<file path="src/logic/vdc_pkg.sv">
package vdc_pkg;

  //////////////////////////////////////////////////
  // Bus and pixel widths

  typedef logic [15:0] vram_addr_t;   // VRAM word address
  typedef logic [15:0] vram_word_t;   // VRAM data word

  // Pixel word {sprite flag, palette, colour}
  typedef logic [8:0]  pixel_t;
  typedef logic [3:0]  palette_t;     // BAT palette number
  typedef logic [3:0]  color_t;       // Colour index within palette

  typedef logic [2:0]  char_cycle_t;  // Clock within an 8-clock character
  typedef logic [9:0]  scroll_t;      // Scroll position in pixels
  typedef logic [9:0]  raster_cnt_t;  // Period down-counter

  //////////////////////////////////////////////////
  // Raster period states

  typedef enum logic [1:0] {
    H_SYNC,   // Horizontal sync pulse
    H_WAIT,   // Left blanking
    H_DISP,   // Active pixels
    H_END     // Right blanking
  } h_state_t;

  typedef enum logic [1:0] {
    V_SYNC,   // Vertical sync pulse
    V_WAIT,   // Top blanking
    V_DISP,   // Active lines
    V_END     // Bottom blanking
  } v_state_t;

  //////////////////////////////////////////////////
  // Background fetch constants

  localparam int BG_SLOTS      = 3;   // Tile line slots in the ring
  localparam int BAT_ROW_SHIFT = 5;   // Map is 32 tiles wide
  localparam int CG1_OFFSET    = 8;   // CG1 plane sits 8 words after CG0
  localparam int TILE_WORDS    = 16;  // Words per tile pattern

  typedef logic [$clog2(BG_SLOTS)-1:0] slot_idx_t;  // Index into the slot ring

endpackage : vdc_pkg
</file>
<file path="src/logic/tile_bus_if.sv">
`timescale 1ns/100ps

// Load path from the background fetch into the tile slots
interface tile_bus_if import vdc_pkg::*; ();

  slot_idx_t  slot_sel;    // Slot being filled
  logic       palette_we;  // BAT word on word, keep its palette
  logic       cg0_we;      // CG0 plane word on word
  logic       cg1_we;      // CG1 plane word on word
  vram_word_t word;        // Word returned by VRAM

  modport fetch (
    output slot_sel, palette_we, cg0_we, cg1_we, word
  );

  modport slot (
    input slot_sel, palette_we, cg0_we, cg1_we, word
  );

endinterface : tile_bus_if

</file>
<file path="src/logic/raster_if.sv">
`timescale 1ns/100ps

// Raster position, shared by the timing generator, fetch and output stages
interface raster_if import vdc_pkg::*; ();

  char_cycle_t char_cycle;  // Clock within the current character
  h_state_t    h_state;     // Horizontal period
  v_state_t    v_state;     // Vertical period
  raster_cnt_t h_cnt;       // Characters left in the horizontal period, minus one

  modport timing (
    output char_cycle, h_state, v_state, h_cnt
  );

  modport fetch (
    input char_cycle, h_state, v_state, h_cnt
  );

  // Pixel output stage
  modport pixel_out (
    input char_cycle, h_state, v_state, h_cnt
  );

endinterface : raster_if

</file>
<file path="src/logic/vdc_huc6270.sv">
`timescale 1ns/100ps

module vdc_huc6270 import vdc_pkg::*; #(
  parameter logic [4:0] HSW = 5'd2,
  parameter logic [6:0] HDS = 7'd2,
  parameter logic [6:0] HDW = 7'd31,
  parameter logic [3:0] HDE = 4'd3,
  parameter logic [4:0] VSW = 5'd2,
  parameter logic [7:0] VDS = 8'd15,
  parameter logic [8:0] VDW = 9'd239,
  parameter logic [7:0] VDE = 8'd3
) (
  input  logic       clock,
  input  logic       reset_N,
  input  scroll_t    scroll_x,
  input  scroll_t    scroll_y,
  input  vram_word_t vram_data,   // Answers vram_addr one clock later
  output vram_addr_t vram_addr,
  output logic       hsync_n,
  output logic       vsync_n,
  output pixel_t     vd
);

  raster_if   raster ();
  tile_bus_if tile_bus ();

  char_cycle_t fine_x;
  char_cycle_t column;
  palette_t    slot_palette [BG_SLOTS];
  color_t      slot_pixel [BG_SLOTS];

  raster_timing #(
    .HSW(HSW), .HDS(HDS), .HDW(HDW), .HDE(HDE),
    .VSW(VSW), .VDS(VDS), .VDW(VDW), .VDE(VDE)
  ) timing0 (
    .clock   (clock),
    .reset_N (reset_N),
    .timing  (raster.timing),
    .hsync_n (hsync_n),
    .vsync_n (vsync_n)
  );

  bg_fetch #(.HDW(HDW)) fetch0 (
    .clock     (clock),
    .reset_N   (reset_N),
    .scroll_x  (scroll_x),
    .scroll_y  (scroll_y),
    .vram_data (vram_data),
    .raster    (raster.fetch),
    .slots     (tile_bus.fetch),
    .vram_addr (vram_addr),
    .fine_x    (fine_x)
  );

  // Tile line ring
  for (genvar i = 0; i < BG_SLOTS; i++) begin : g_slot
    tile_slot #(.SLOT_INDEX(i)) slot0 (
      .clock   (clock),
      .reset_N (reset_N),
      .load    (tile_bus.slot),
      .column  (column),
      .palette (slot_palette[i]),
      .pixel   (slot_pixel[i])
    );
  end

  pixel_output #(.HDW(HDW)) output0 (
    .clock        (clock),
    .reset_N      (reset_N),
    .raster       (raster.pixel_out),
    .fine_x       (fine_x),
    .slot_palette (slot_palette),
    .slot_pixel   (slot_pixel),
    .column       (column),
    .vd           (vd)
  );

endmodule : vdc_huc6270

</file>
<file path="src/logic/pixel_output.sv">
`timescale 1ns/100ps

module pixel_output import vdc_pkg::*; #(
  parameter logic [6:0] HDW   // Display width in characters, minus one
) (
  input  logic         clock,
  input  logic         reset_N,
  raster_if.pixel_out  raster,
  input  char_cycle_t  fine_x,
  input  palette_t     slot_palette [BG_SLOTS],
  input  color_t       slot_pixel [BG_SLOTS],
  output char_cycle_t  column,    // Tile column of the next pixel
  output pixel_t       vd
);

  localparam raster_cnt_t LAST_X = {HDW, 3'd7};  // Rightmost display column

  raster_cnt_t x_pos;      // Display column of this clock
  slot_idx_t   rd_ptr;     // Slot holding the next pixel
  logic        next_disp;  // Next clock shows a display pixel
  palette_t    pal_shown;
  color_t      pix;

  assign x_pos = {HDW - raster.h_cnt[6:0], raster.char_cycle};

  always_comb begin
    next_disp = 1'b0;
    if (raster.v_state == V_DISP) begin
      if (raster.h_state == H_WAIT) begin
        next_disp = (raster.h_cnt == '0) && (raster.char_cycle == 3'd7);
      end else if (raster.h_state == H_DISP) begin
        next_disp = (x_pos != LAST_X);
      end
    end
  end

  // One clock ahead so vd is registered yet lines up with the display
  assign column = raster.char_cycle + 3'd1 + fine_x;  // Wraps mod 8

  assign pix       = slot_pixel[rd_ptr];
  assign pal_shown = (pix == '0) ? '0 : slot_palette[rd_ptr];  // Colour 0 is transparent

  //////////////////////////////////////////////////
  // Read ring and pixel register

  always_ff @(posedge clock, negedge reset_N) begin
    if (!reset_N) begin
      rd_ptr <= '0;
      vd     <= '0;
    end else if (next_disp) begin
      vd <= {1'b0, pal_shown, pix};   // Bit 8 low for background
      if (column == 3'd7) begin       // Next lookup crosses into the next tile
        rd_ptr <= (rd_ptr == slot_idx_t'(BG_SLOTS - 1)) ? '0 : rd_ptr + 1'b1;
      end
    end else begin
      rd_ptr <= '0;                   // Each line starts at slot 0
      vd     <= '0;                   // Blank outside display
    end
  end

endmodule : pixel_output

</file>
<file path="src/logic/tile_slot.sv">
`timescale 1ns/100ps

module tile_slot import vdc_pkg::*; #(
  parameter int SLOT_INDEX     // Position in the slot ring
) (
  input  logic        clock,
  input  logic        reset_N,
  tile_bus_if.slot    load,
  input  char_cycle_t column,  // Pixel within the tile line, leftmost is 0
  output palette_t    palette,
  output color_t      pixel
);

  vram_word_t cg0;
  vram_word_t cg1;
  vram_word_t cg1_now;  // CG1 as the output stage sees it
  logic       sel;

  assign sel = (load.slot_sel == slot_idx_t'(SLOT_INDEX));

  always_ff @(posedge clock, negedge reset_N) begin
    if (!reset_N) begin
      palette <= '0;
      cg0     <= '0;
      cg1     <= '0;
    end else if (sel) begin
      if (load.palette_we) palette <= palette_t'(load.word[15:12]);  // BAT palette field
      if (load.cg0_we)     cg0     <= load.word;
      if (load.cg1_we)     cg1     <= load.word;
    end
  end

  // CG1 arrives in the same clock that may look up this tile's first pixel
  assign cg1_now = (sel && load.cg1_we) ? load.word : cg1;

  // Bitplanes 3..0 with the leftmost pixel in each MSB
  assign pixel = {cg1_now[4'd15 - column], cg1_now[3'd7 - column],
                  cg0[4'd15 - column], cg0[3'd7 - column]};

endmodule : tile_slot

</file>
<file path="src/logic/bg_fetch.sv">
`timescale 1ns/100ps

module bg_fetch import vdc_pkg::*; #(
  parameter logic [6:0] HDW   // Display width in characters, minus one
) (
  input  logic        clock,
  input  logic        reset_N,
  input  scroll_t     scroll_x,
  input  scroll_t     scroll_y,
  input  vram_word_t  vram_data,
  raster_if.fetch     raster,
  tile_bus_if.fetch   slots,
  output vram_addr_t  vram_addr,
  output char_cycle_t fine_x      // Pixel offset into the first tile
);

  scroll_t    x_start;    // Scroll X for this line
  scroll_t    y_start;    // Scroll Y for this line
  scroll_t    cur_row;    // Display line within the frame
  scroll_t    bg_y;       // Map line being drawn
  logic [4:0] map_row;    // BAT row of this line
  logic [4:0] start_col;  // BAT column of the first fetch
  logic [4:0] fetch_char; // Characters fetched so far on this line
  logic [4:0] tile_col;
  vram_addr_t bat_ptr;
  vram_addr_t tile_ptr;   // CG0 word of the tile line
  slot_idx_t  wr_ptr;
  logic       do_fetch;
  logic       sync_last;  // Last clock of H_SYNC
  logic       disp_last;  // Last clock of H_DISP

  assign sync_last = (raster.h_state == H_SYNC) && (raster.h_cnt == '0) &&
                     (raster.char_cycle == 3'd7);
  assign disp_last = (raster.h_state == H_DISP) && (raster.h_cnt == '0) &&
                     (raster.char_cycle == 3'd7);

  // Two characters ahead of the display, on display lines only
  assign do_fetch = (raster.v_state == V_DISP) &&
                    ((raster.h_state == H_DISP) ||
                     ((raster.h_state == H_WAIT) && (raster.h_cnt < 10'd2)));

  assign bg_y   = cur_row + y_start;
  assign fine_x = x_start[2:0];

  //////////////////////////////////////////////////
  // BAT addressing

  always_comb begin
    if (raster.h_state == H_WAIT) begin
      fetch_char = 5'd1 - raster.h_cnt[4:0];          // The two lead-in characters
    end else begin
      fetch_char = 5'(HDW) - raster.h_cnt[4:0] + 5'd2;
    end
  end

  assign tile_col = start_col + fetch_char;           // Wraps around the 32 wide map
  assign bat_ptr  = (vram_addr_t'(map_row) << BAT_ROW_SHIFT) + vram_addr_t'(tile_col);

  always_ff @(posedge clock, negedge reset_N) begin
    if (!reset_N) begin
      x_start   <= '0;
      y_start   <= '0;
      cur_row   <= '0;
      map_row   <= '0;
      start_col <= '0;
    end else begin
      if ((raster.h_state == H_SYNC) && (raster.h_cnt == '0) &&
          (raster.char_cycle == 3'd6)) begin
        x_start <= scroll_x;                          // Once per line
        y_start <= scroll_y;
      end
      if (raster.v_state == V_WAIT) begin
        cur_row <= '0;
      end else if (disp_last) begin
        cur_row <= cur_row + 1'b1;
      end
      if (sync_last) begin
        map_row   <= bg_y[7:3];
        start_col <= x_start[7:3];
      end
    end
  end

  // Pattern line of the tile named by the BAT word
  always_ff @(posedge clock) begin
    if (do_fetch && (raster.char_cycle == 3'd2)) begin
      tile_ptr <= vram_addr_t'(vram_data[11:0] * TILE_WORDS + bg_y[2:0]);
    end
  end

  always_comb begin
    vram_addr = '0;
    if (do_fetch) begin
      case (raster.char_cycle)
        3'd1:    vram_addr = bat_ptr;                 // BAT entry
        3'd5:    vram_addr = tile_ptr;                // CG0
        3'd7:    vram_addr = tile_ptr + vram_addr_t'(CG1_OFFSET);
        default: vram_addr = '0;
      endcase
    end
  end

  //////////////////////////////////////////////////
  // Slot loading

  // CG1 at clock 0 belongs to the previous character, so the first one is junk
  always_ff @(posedge clock, negedge reset_N) begin
    if (!reset_N) begin
      wr_ptr <= slot_idx_t'(BG_SLOTS - 1);
    end else if (!do_fetch) begin
      wr_ptr <= slot_idx_t'(BG_SLOTS - 1);
    end else if (raster.char_cycle == 3'd0) begin
      wr_ptr <= (wr_ptr == slot_idx_t'(BG_SLOTS - 1)) ? '0 : wr_ptr + 1'b1;
    end
  end

  assign slots.slot_sel   = wr_ptr;
  assign slots.word       = vram_data;
  assign slots.palette_we = do_fetch && (raster.char_cycle == 3'd2);
  assign slots.cg0_we     = do_fetch && (raster.char_cycle == 3'd6);
  assign slots.cg1_we     = do_fetch && (raster.char_cycle == 3'd0);

endmodule : bg_fetch

</file>
<file path="src/logic/raster_timing.sv">
`timescale 1ns/100ps

module raster_timing import vdc_pkg::*; #(
  parameter logic [4:0] HSW,  // Hsync width in characters, minus one
  parameter logic [6:0] HDS,  // Left blanking in characters, minus one
  parameter logic [6:0] HDW,  // Display width in characters, minus one
  parameter logic [3:0] HDE,  // Right blanking in characters, minus one
  parameter logic [4:0] VSW,  // Vsync width in lines, minus one
  parameter logic [7:0] VDS,  // Top blanking in lines, minus two
  parameter logic [8:0] VDW,  // Display height in lines, minus one
  parameter logic [7:0] VDE   // Bottom blanking in lines
) (
  input  logic     clock,
  input  logic     reset_N,
  raster_if.timing timing,
  output logic     hsync_n,
  output logic     vsync_n
);

  char_cycle_t char_cycle;
  h_state_t    h_state;
  v_state_t    v_state;
  raster_cnt_t h_cnt;
  raster_cnt_t v_cnt;    // Lines left in the vertical period, minus one
  logic        char_end; // Last clock of a character
  logic        eol;      // Last clock of a line

  assign char_end = (char_cycle == 3'd7);
  assign eol      = char_end && (h_state == H_END) && (h_cnt == '0);

  // Free running character clock
  always_ff @(posedge clock, negedge reset_N) begin
    if (!reset_N) begin
      char_cycle <= '0;
    end else begin
      char_cycle <= char_cycle + 1'b1;
    end
  end

  //////////////////////////////////////////////////
  // Horizontal periods

  always_ff @(posedge clock, negedge reset_N) begin
    if (!reset_N) begin
      h_state <= H_SYNC;                 // Line starts in sync
      h_cnt   <= raster_cnt_t'(HSW);
    end else if (char_end) begin
      if (h_cnt != '0) begin
        h_cnt <= h_cnt - 1'b1;           // Count down characters
      end else begin
        case (h_state)
          H_SYNC: begin
            h_state <= H_WAIT;
            h_cnt   <= raster_cnt_t'(HDS);
          end
          H_WAIT: begin
            h_state <= H_DISP;
            h_cnt   <= raster_cnt_t'(HDW);
          end
          H_DISP: begin
            h_state <= H_END;
            h_cnt   <= raster_cnt_t'(HDE);
          end
          default: begin                 // H_END wraps to the next line
            h_state <= H_SYNC;
            h_cnt   <= raster_cnt_t'(HSW);
          end
        endcase
      end
    end
  end

  //////////////////////////////////////////////////
  // Vertical periods stepped once per line

  always_ff @(posedge clock, negedge reset_N) begin
    if (!reset_N) begin
      v_state <= V_WAIT;
      v_cnt   <= raster_cnt_t'(VDS) + 1'b1;  // VDS+2 lines of top blanking
    end else if (eol) begin
      if (v_cnt != '0) begin
        v_cnt <= v_cnt - 1'b1;
      end else begin
        case (v_state)
          V_WAIT: begin
            v_state <= V_DISP;
            v_cnt   <= raster_cnt_t'(VDW);
          end
          V_DISP: begin
            v_state <= V_END;
            v_cnt   <= raster_cnt_t'(VDE) - 1'b1;  // VDE lines
          end
          V_END: begin
            v_state <= V_SYNC;
            v_cnt   <= raster_cnt_t'(VSW);
          end
          default: begin                 // End of sync starts a new frame
            v_state <= V_WAIT;
            v_cnt   <= raster_cnt_t'(VDS) + 1'b1;
          end
        endcase
      end
    end
  end

  assign hsync_n = (h_state != H_SYNC);  // Active low
  assign vsync_n = (v_state != V_SYNC);

  assign timing.char_cycle = char_cycle;
  assign timing.h_state    = h_state;
  assign timing.v_state    = v_state;
  assign timing.h_cnt      = h_cnt;

endmodule : raster_timing

</file>
<file path="config.mk">
export PLATFORM = sky130hd
export DESIGN_NAME = vdc_huc6270
export DESIGN_NICKNAME = d
export VERILOG_FILES = /design/src/logic/vdc_pkg.sv /design/src/logic/tile_bus_if.sv /design/src/logic/raster_if.sv /design/src/logic/vdc_huc6270.sv /design/src/logic/pixel_output.sv /design/src/logic/tile_slot.sv /design/src/logic/bg_fetch.sv /design/src/logic/raster_timing.sv
export SDC_FILE = /design/constraint.sdc
export NUM_CORES = 1
export LEC_CHECK = 0
export ABC_CLOCK_PERIOD_IN_PS = 9880
export BUFFER_PORTS_ARGS = -buffer_cell sky130_fd_sc_hd__buf_2
export CAP_MARGIN = 20
export CORE_MARGIN = 5
export CORE_UTILIZATION = 60
export DETAILED_ROUTE_END_ITERATION = 10
export GPL_ROUTABILITY_DRIVEN = 1
export GPL_TIMING_DRIVEN = 0
export PLACE_DENSITY = 0.84
export SLEW_MARGIN = 20
export SYNTH_ARGS = -nofsm -noshare
export SYNTH_HDL_FRONTEND = slang
export SYNTH_HIERARCHICAL = 1
export SYNTH_SLANG_ARGS = --single-unit
</file>
<file path="constraint.sdc">
create_clock -name clock -period 9.88 [get_ports clock]
set_clock_uncertainty 0.1 [all_clocks]
set_input_delay 0.988 -clock clock [delete_from_list [all_inputs] [get_ports clock]]
set_output_delay 0.988 -clock clock [all_outputs]
set_load 0.005 [all_outputs]
</file>
==> results by group <==
GRT
  – Gr ovfl total: 0
  – First-pass GRT wire length: between 30000 and 40000 µm
  – Number of global-route vias before repair: 7163
  – Antenna violations before repair: 0
  – Pin count of the biggest net entering global routing: 80
  – GR Util All Layers: 0.245

Critical path
  – Critical Path Fanout Max: 10
  – Critical Path End Type: flop
  – Reg2reg path depth: 15
  – Arr. time, crit path: about 5000 ps
  – CP Launch Type: flop
  – CP required: 10070 ps
  – WS Path Type: reg2reg

Logic synthesis
  – Syn_nets: 895
  – Synth Cell Area: roughly 10000 µm²
  – Number of synthesized flops with an enable pin: 15
  – Count leader, synth: dfrtp_1
  – Dominant cell type by area after synthesis: dfrtp_1
  – Most frequent cells after synthesis: dfrtp_1 (177), mux2_2 (125), nor2_1 (46)
  – Cell count after synthesis: between 800 and 900
  – FFs w/ async S/R, synth: 0.923
  – Seq/Total Area, Yosys: 0.477
  – Yosys Warn Count: 6
  – Largest cells by area after synthesis: dfrtp_1 (42%), mux2_2 (13%), mux4_2 (6.7%), edfxtp_1 (4.3%), ha_1 (3.1%)
  – Yosys top cell area share: 0.424
  – Post-synth cell types: 79
  – Syn Area/Cell: approximately 13 µm²
  – Ys flop type: dfrtp_1
  – #FFs+latches synth: approximately 200

Clock tree
  – H-tree levels: 4
  – Clock sink total: a little under 200
  – Resize count post-CTS: 0
  – Worst-path clk slew: 70 ps
  – Clk root buf: clkbuf_16
  – Setup Buffers After CTS: 0
  – CTS Buf Count: 17
  – CTS tree: yes
  – Max Root-Sink Buffers: 2
  – Latest clock arrival within the worst-skew pair: approximately 430 ps
  – CTS hold repair buffers: 0

Floorplanning
  – Die area: about 20000 µm²
  – Core ar.: 17200 µm²
  – Number of core rows: 48
  – Initial core utilization: 0.609
  – Top Ports: 65
  – Die height: 142 µm
  – Die width: roughly 140 µm

Power and ir drop
  – Pwr/cell area: roughly 140 nW/µm²
  – VDD IR max: about 0.12 mV
  – Internal power: 1.26 mW
  – Leak: approximately 5.2 nW
  – Total Power: 1.63 mW
  – Register share of total power: 0.518
  – P_sw: between 0.3 and 0.4 mW
  – Clk pwr share: 0.405
  – Combinational share of power: 0.076
  – Sw frac: 0.231

Detailed routing
  – Post-Route WL: 23600 µm
  – Initial drt markers: about 490
  – Pre-antenna DRT Iters: 5
  – Via count: approximately 7100
  – DRC Markers: 0
  – Post-route ant nets: 0
  – WL/cell: roughly 20 µm
  – Via density per instance: just over 6

Place
  – Pre-CTS setup slack: about 5200 ps
  – GP Congestion: roughly 0.86
  – I/O Buffers: 55
  – HPWL after DPL: ~16000 µm

Final layout
  – P&R area growth vs syn: 11.5%
  – Fin nets: ~970
  – FILL cells: 1214
  – Diodes inserted: 0
  – Share of layout cells above drive strength 1: 0.349

Timing
  – Fin. max-slew vios: 0
  – Final Setup Violations: 0
  – Hold Fails Final Rpt: 0
  – TNS Setup: 0 ps
  – Final WS setup: 5030 ps
  – RSZ-0062 raised after global routing: false
  – Worst Tran Pin Value: about 840 ps
  – Max_slew headroom: 0.441
  – FMAX: 206 MHz
  – Final period util: 0.491
  – Tmin final: around 4900 ps

Status
  – Run status: finished, final reports clean

Run
  – Max-cap viol count: 0

Hold path
  – Min-delay worst type: in2async
-- sequential cells by signal (all words and copies together) (netlist names), 3 cells and up --
register,flops
fetch0/y_start,8
g_slot.slot0/cg1,48
output0/vd,8
fetch0/x_start,8
timing0/timing.char_cycle,3
fetch0/cur_row,8
g_slot.slot0/palette,12
fetch0/map_row,5
timing0/v_cnt,10
fetch0/tile_ptr,15
fetch0/start_col,5
timing0/timing.h_cnt,10
g_slot.slot0/cg0,48
-- placed cells by master (no fill, tap or decap), types with 20 or more instances in the layout --
| cell type | netlist | routed |
|---|---|---|
| mux2_2 | 125 | 125 |
| ha_1 | 26 | 26 |
| mux4_2 | 31 | 31 |
| nand2_1 | 43 | 43 |
| nand3_1 | 26 | 26 |
| buf_4 | 20 | 20 |
| dfrtp_1 | 177 | 177 |
| nor2_1 | 46 | 46 |
| buf_2 | 11 | 66 |
| inv_1 | 34 | 34 |
| nor2b_1 | 20 | 20 |
-- worst paths after layout --
| check | to | from | slack (ps) |
|---|---|---|---|
| setup / recovery | output0/vd[4] | timing0/timing.h_cnt[8] | 5030 |
| hold / removal | timing0/timing.h_cnt[5] | reset_N | 350 |
| setup reg to reg | output0/vd[4] | timing0/timing.h_cnt[8] | 5030 |
| hold reg to reg | fetch0/start_col[0] | fetch0/x_start[3] | 380 |
| max in group asynchronous | g_slot[0].slot0/cg0[8] | reset_N | 8610 |
| min in group clock | fetch0/start_col[0] | fetch0/x_start[3] | 380 |
-- final cells by class --
cell class	instances	area, µm²	area share
clock buffers	21	460	0.0395
well taps	225	282	0.0241
repair buffers	59	357	0.0306
plain buffers	53	348	0.0298
flip-flops and latches	196	4980	0.428
clock inverters	11	98.8	0.00848
multi-input cells	545	5000	0.429
inverters	34	128	0.0109
-- worst max-delay path, stage by stage, from the launching register on --
cell and delay [ps]:
dfrtp_1 460, nor4_4 430, and3_2 240, buf_2 170, a31oi_1 200, nor3_1 640
or3b_1 450, buf_6 170, buf_8 150, mux4_2 440, nand2_1 80, nand3_1 60
mux2i_1 270, o2bb2ai_1 160, nor4_1 570, nor3_1 120
-- per-layer routing --
layer,wire length [µm],vias to the layer above,GRT usage
met2,11400,248,0.383
met3,1410,46,0.0528
met5,0,-,0
met4,570,0,0.0854
met1,10200,3625,0.346
li1,-,3198,-
-- power by group through the flow --
stage / registers [mW] / clock network (mW) / logic [mW]
after floorplan: 0.858 / 0 / 0.0782
final: 0.847 / 0.663 / 0.125
after global routing: 0.849 / 0.708 / 0.136
after detailed placement: 0.862 / 0 / 0.124
after CTS: 0.847 / 0.673 / 0.125
after global placement: 0.861 / 0 / 0.118
-- metrics by stage --
stage / hold WS, ps / area (µm²) / util / std cells
4_1_cts: 347 / 11700 / 0.679 / 1144
2_1_floorplan: 342 / 10500 / - / 828
3_5_place_dp: 368 / 11100 / 0.646 / 1112
5_1_grt: 362 / 11700 / 0.679 / 1144
3_3_place_gp: 361 / 11000 / 0.641 / 1108
6_report: 345 / 11700 / 0.679 / 1144
-- logic make-up (layout without fill, tap and decap cells) --
kind of cell	count (synthesis)	after routing	synth area share
adders and majority gates	29	29	0.0369
and+or+nand+nor	226	226	0.125
other	1	1	0.000359
buffers and inverters	87	178	0.0455
muxes	192	192	0.249
xor gates and xnor gates	8	8	0.00814
DFF	196	196	0.477
AOI/OAI and AO/OA	89	89	0.0579
Note: power is estimated with default switching activity, not from simulation.
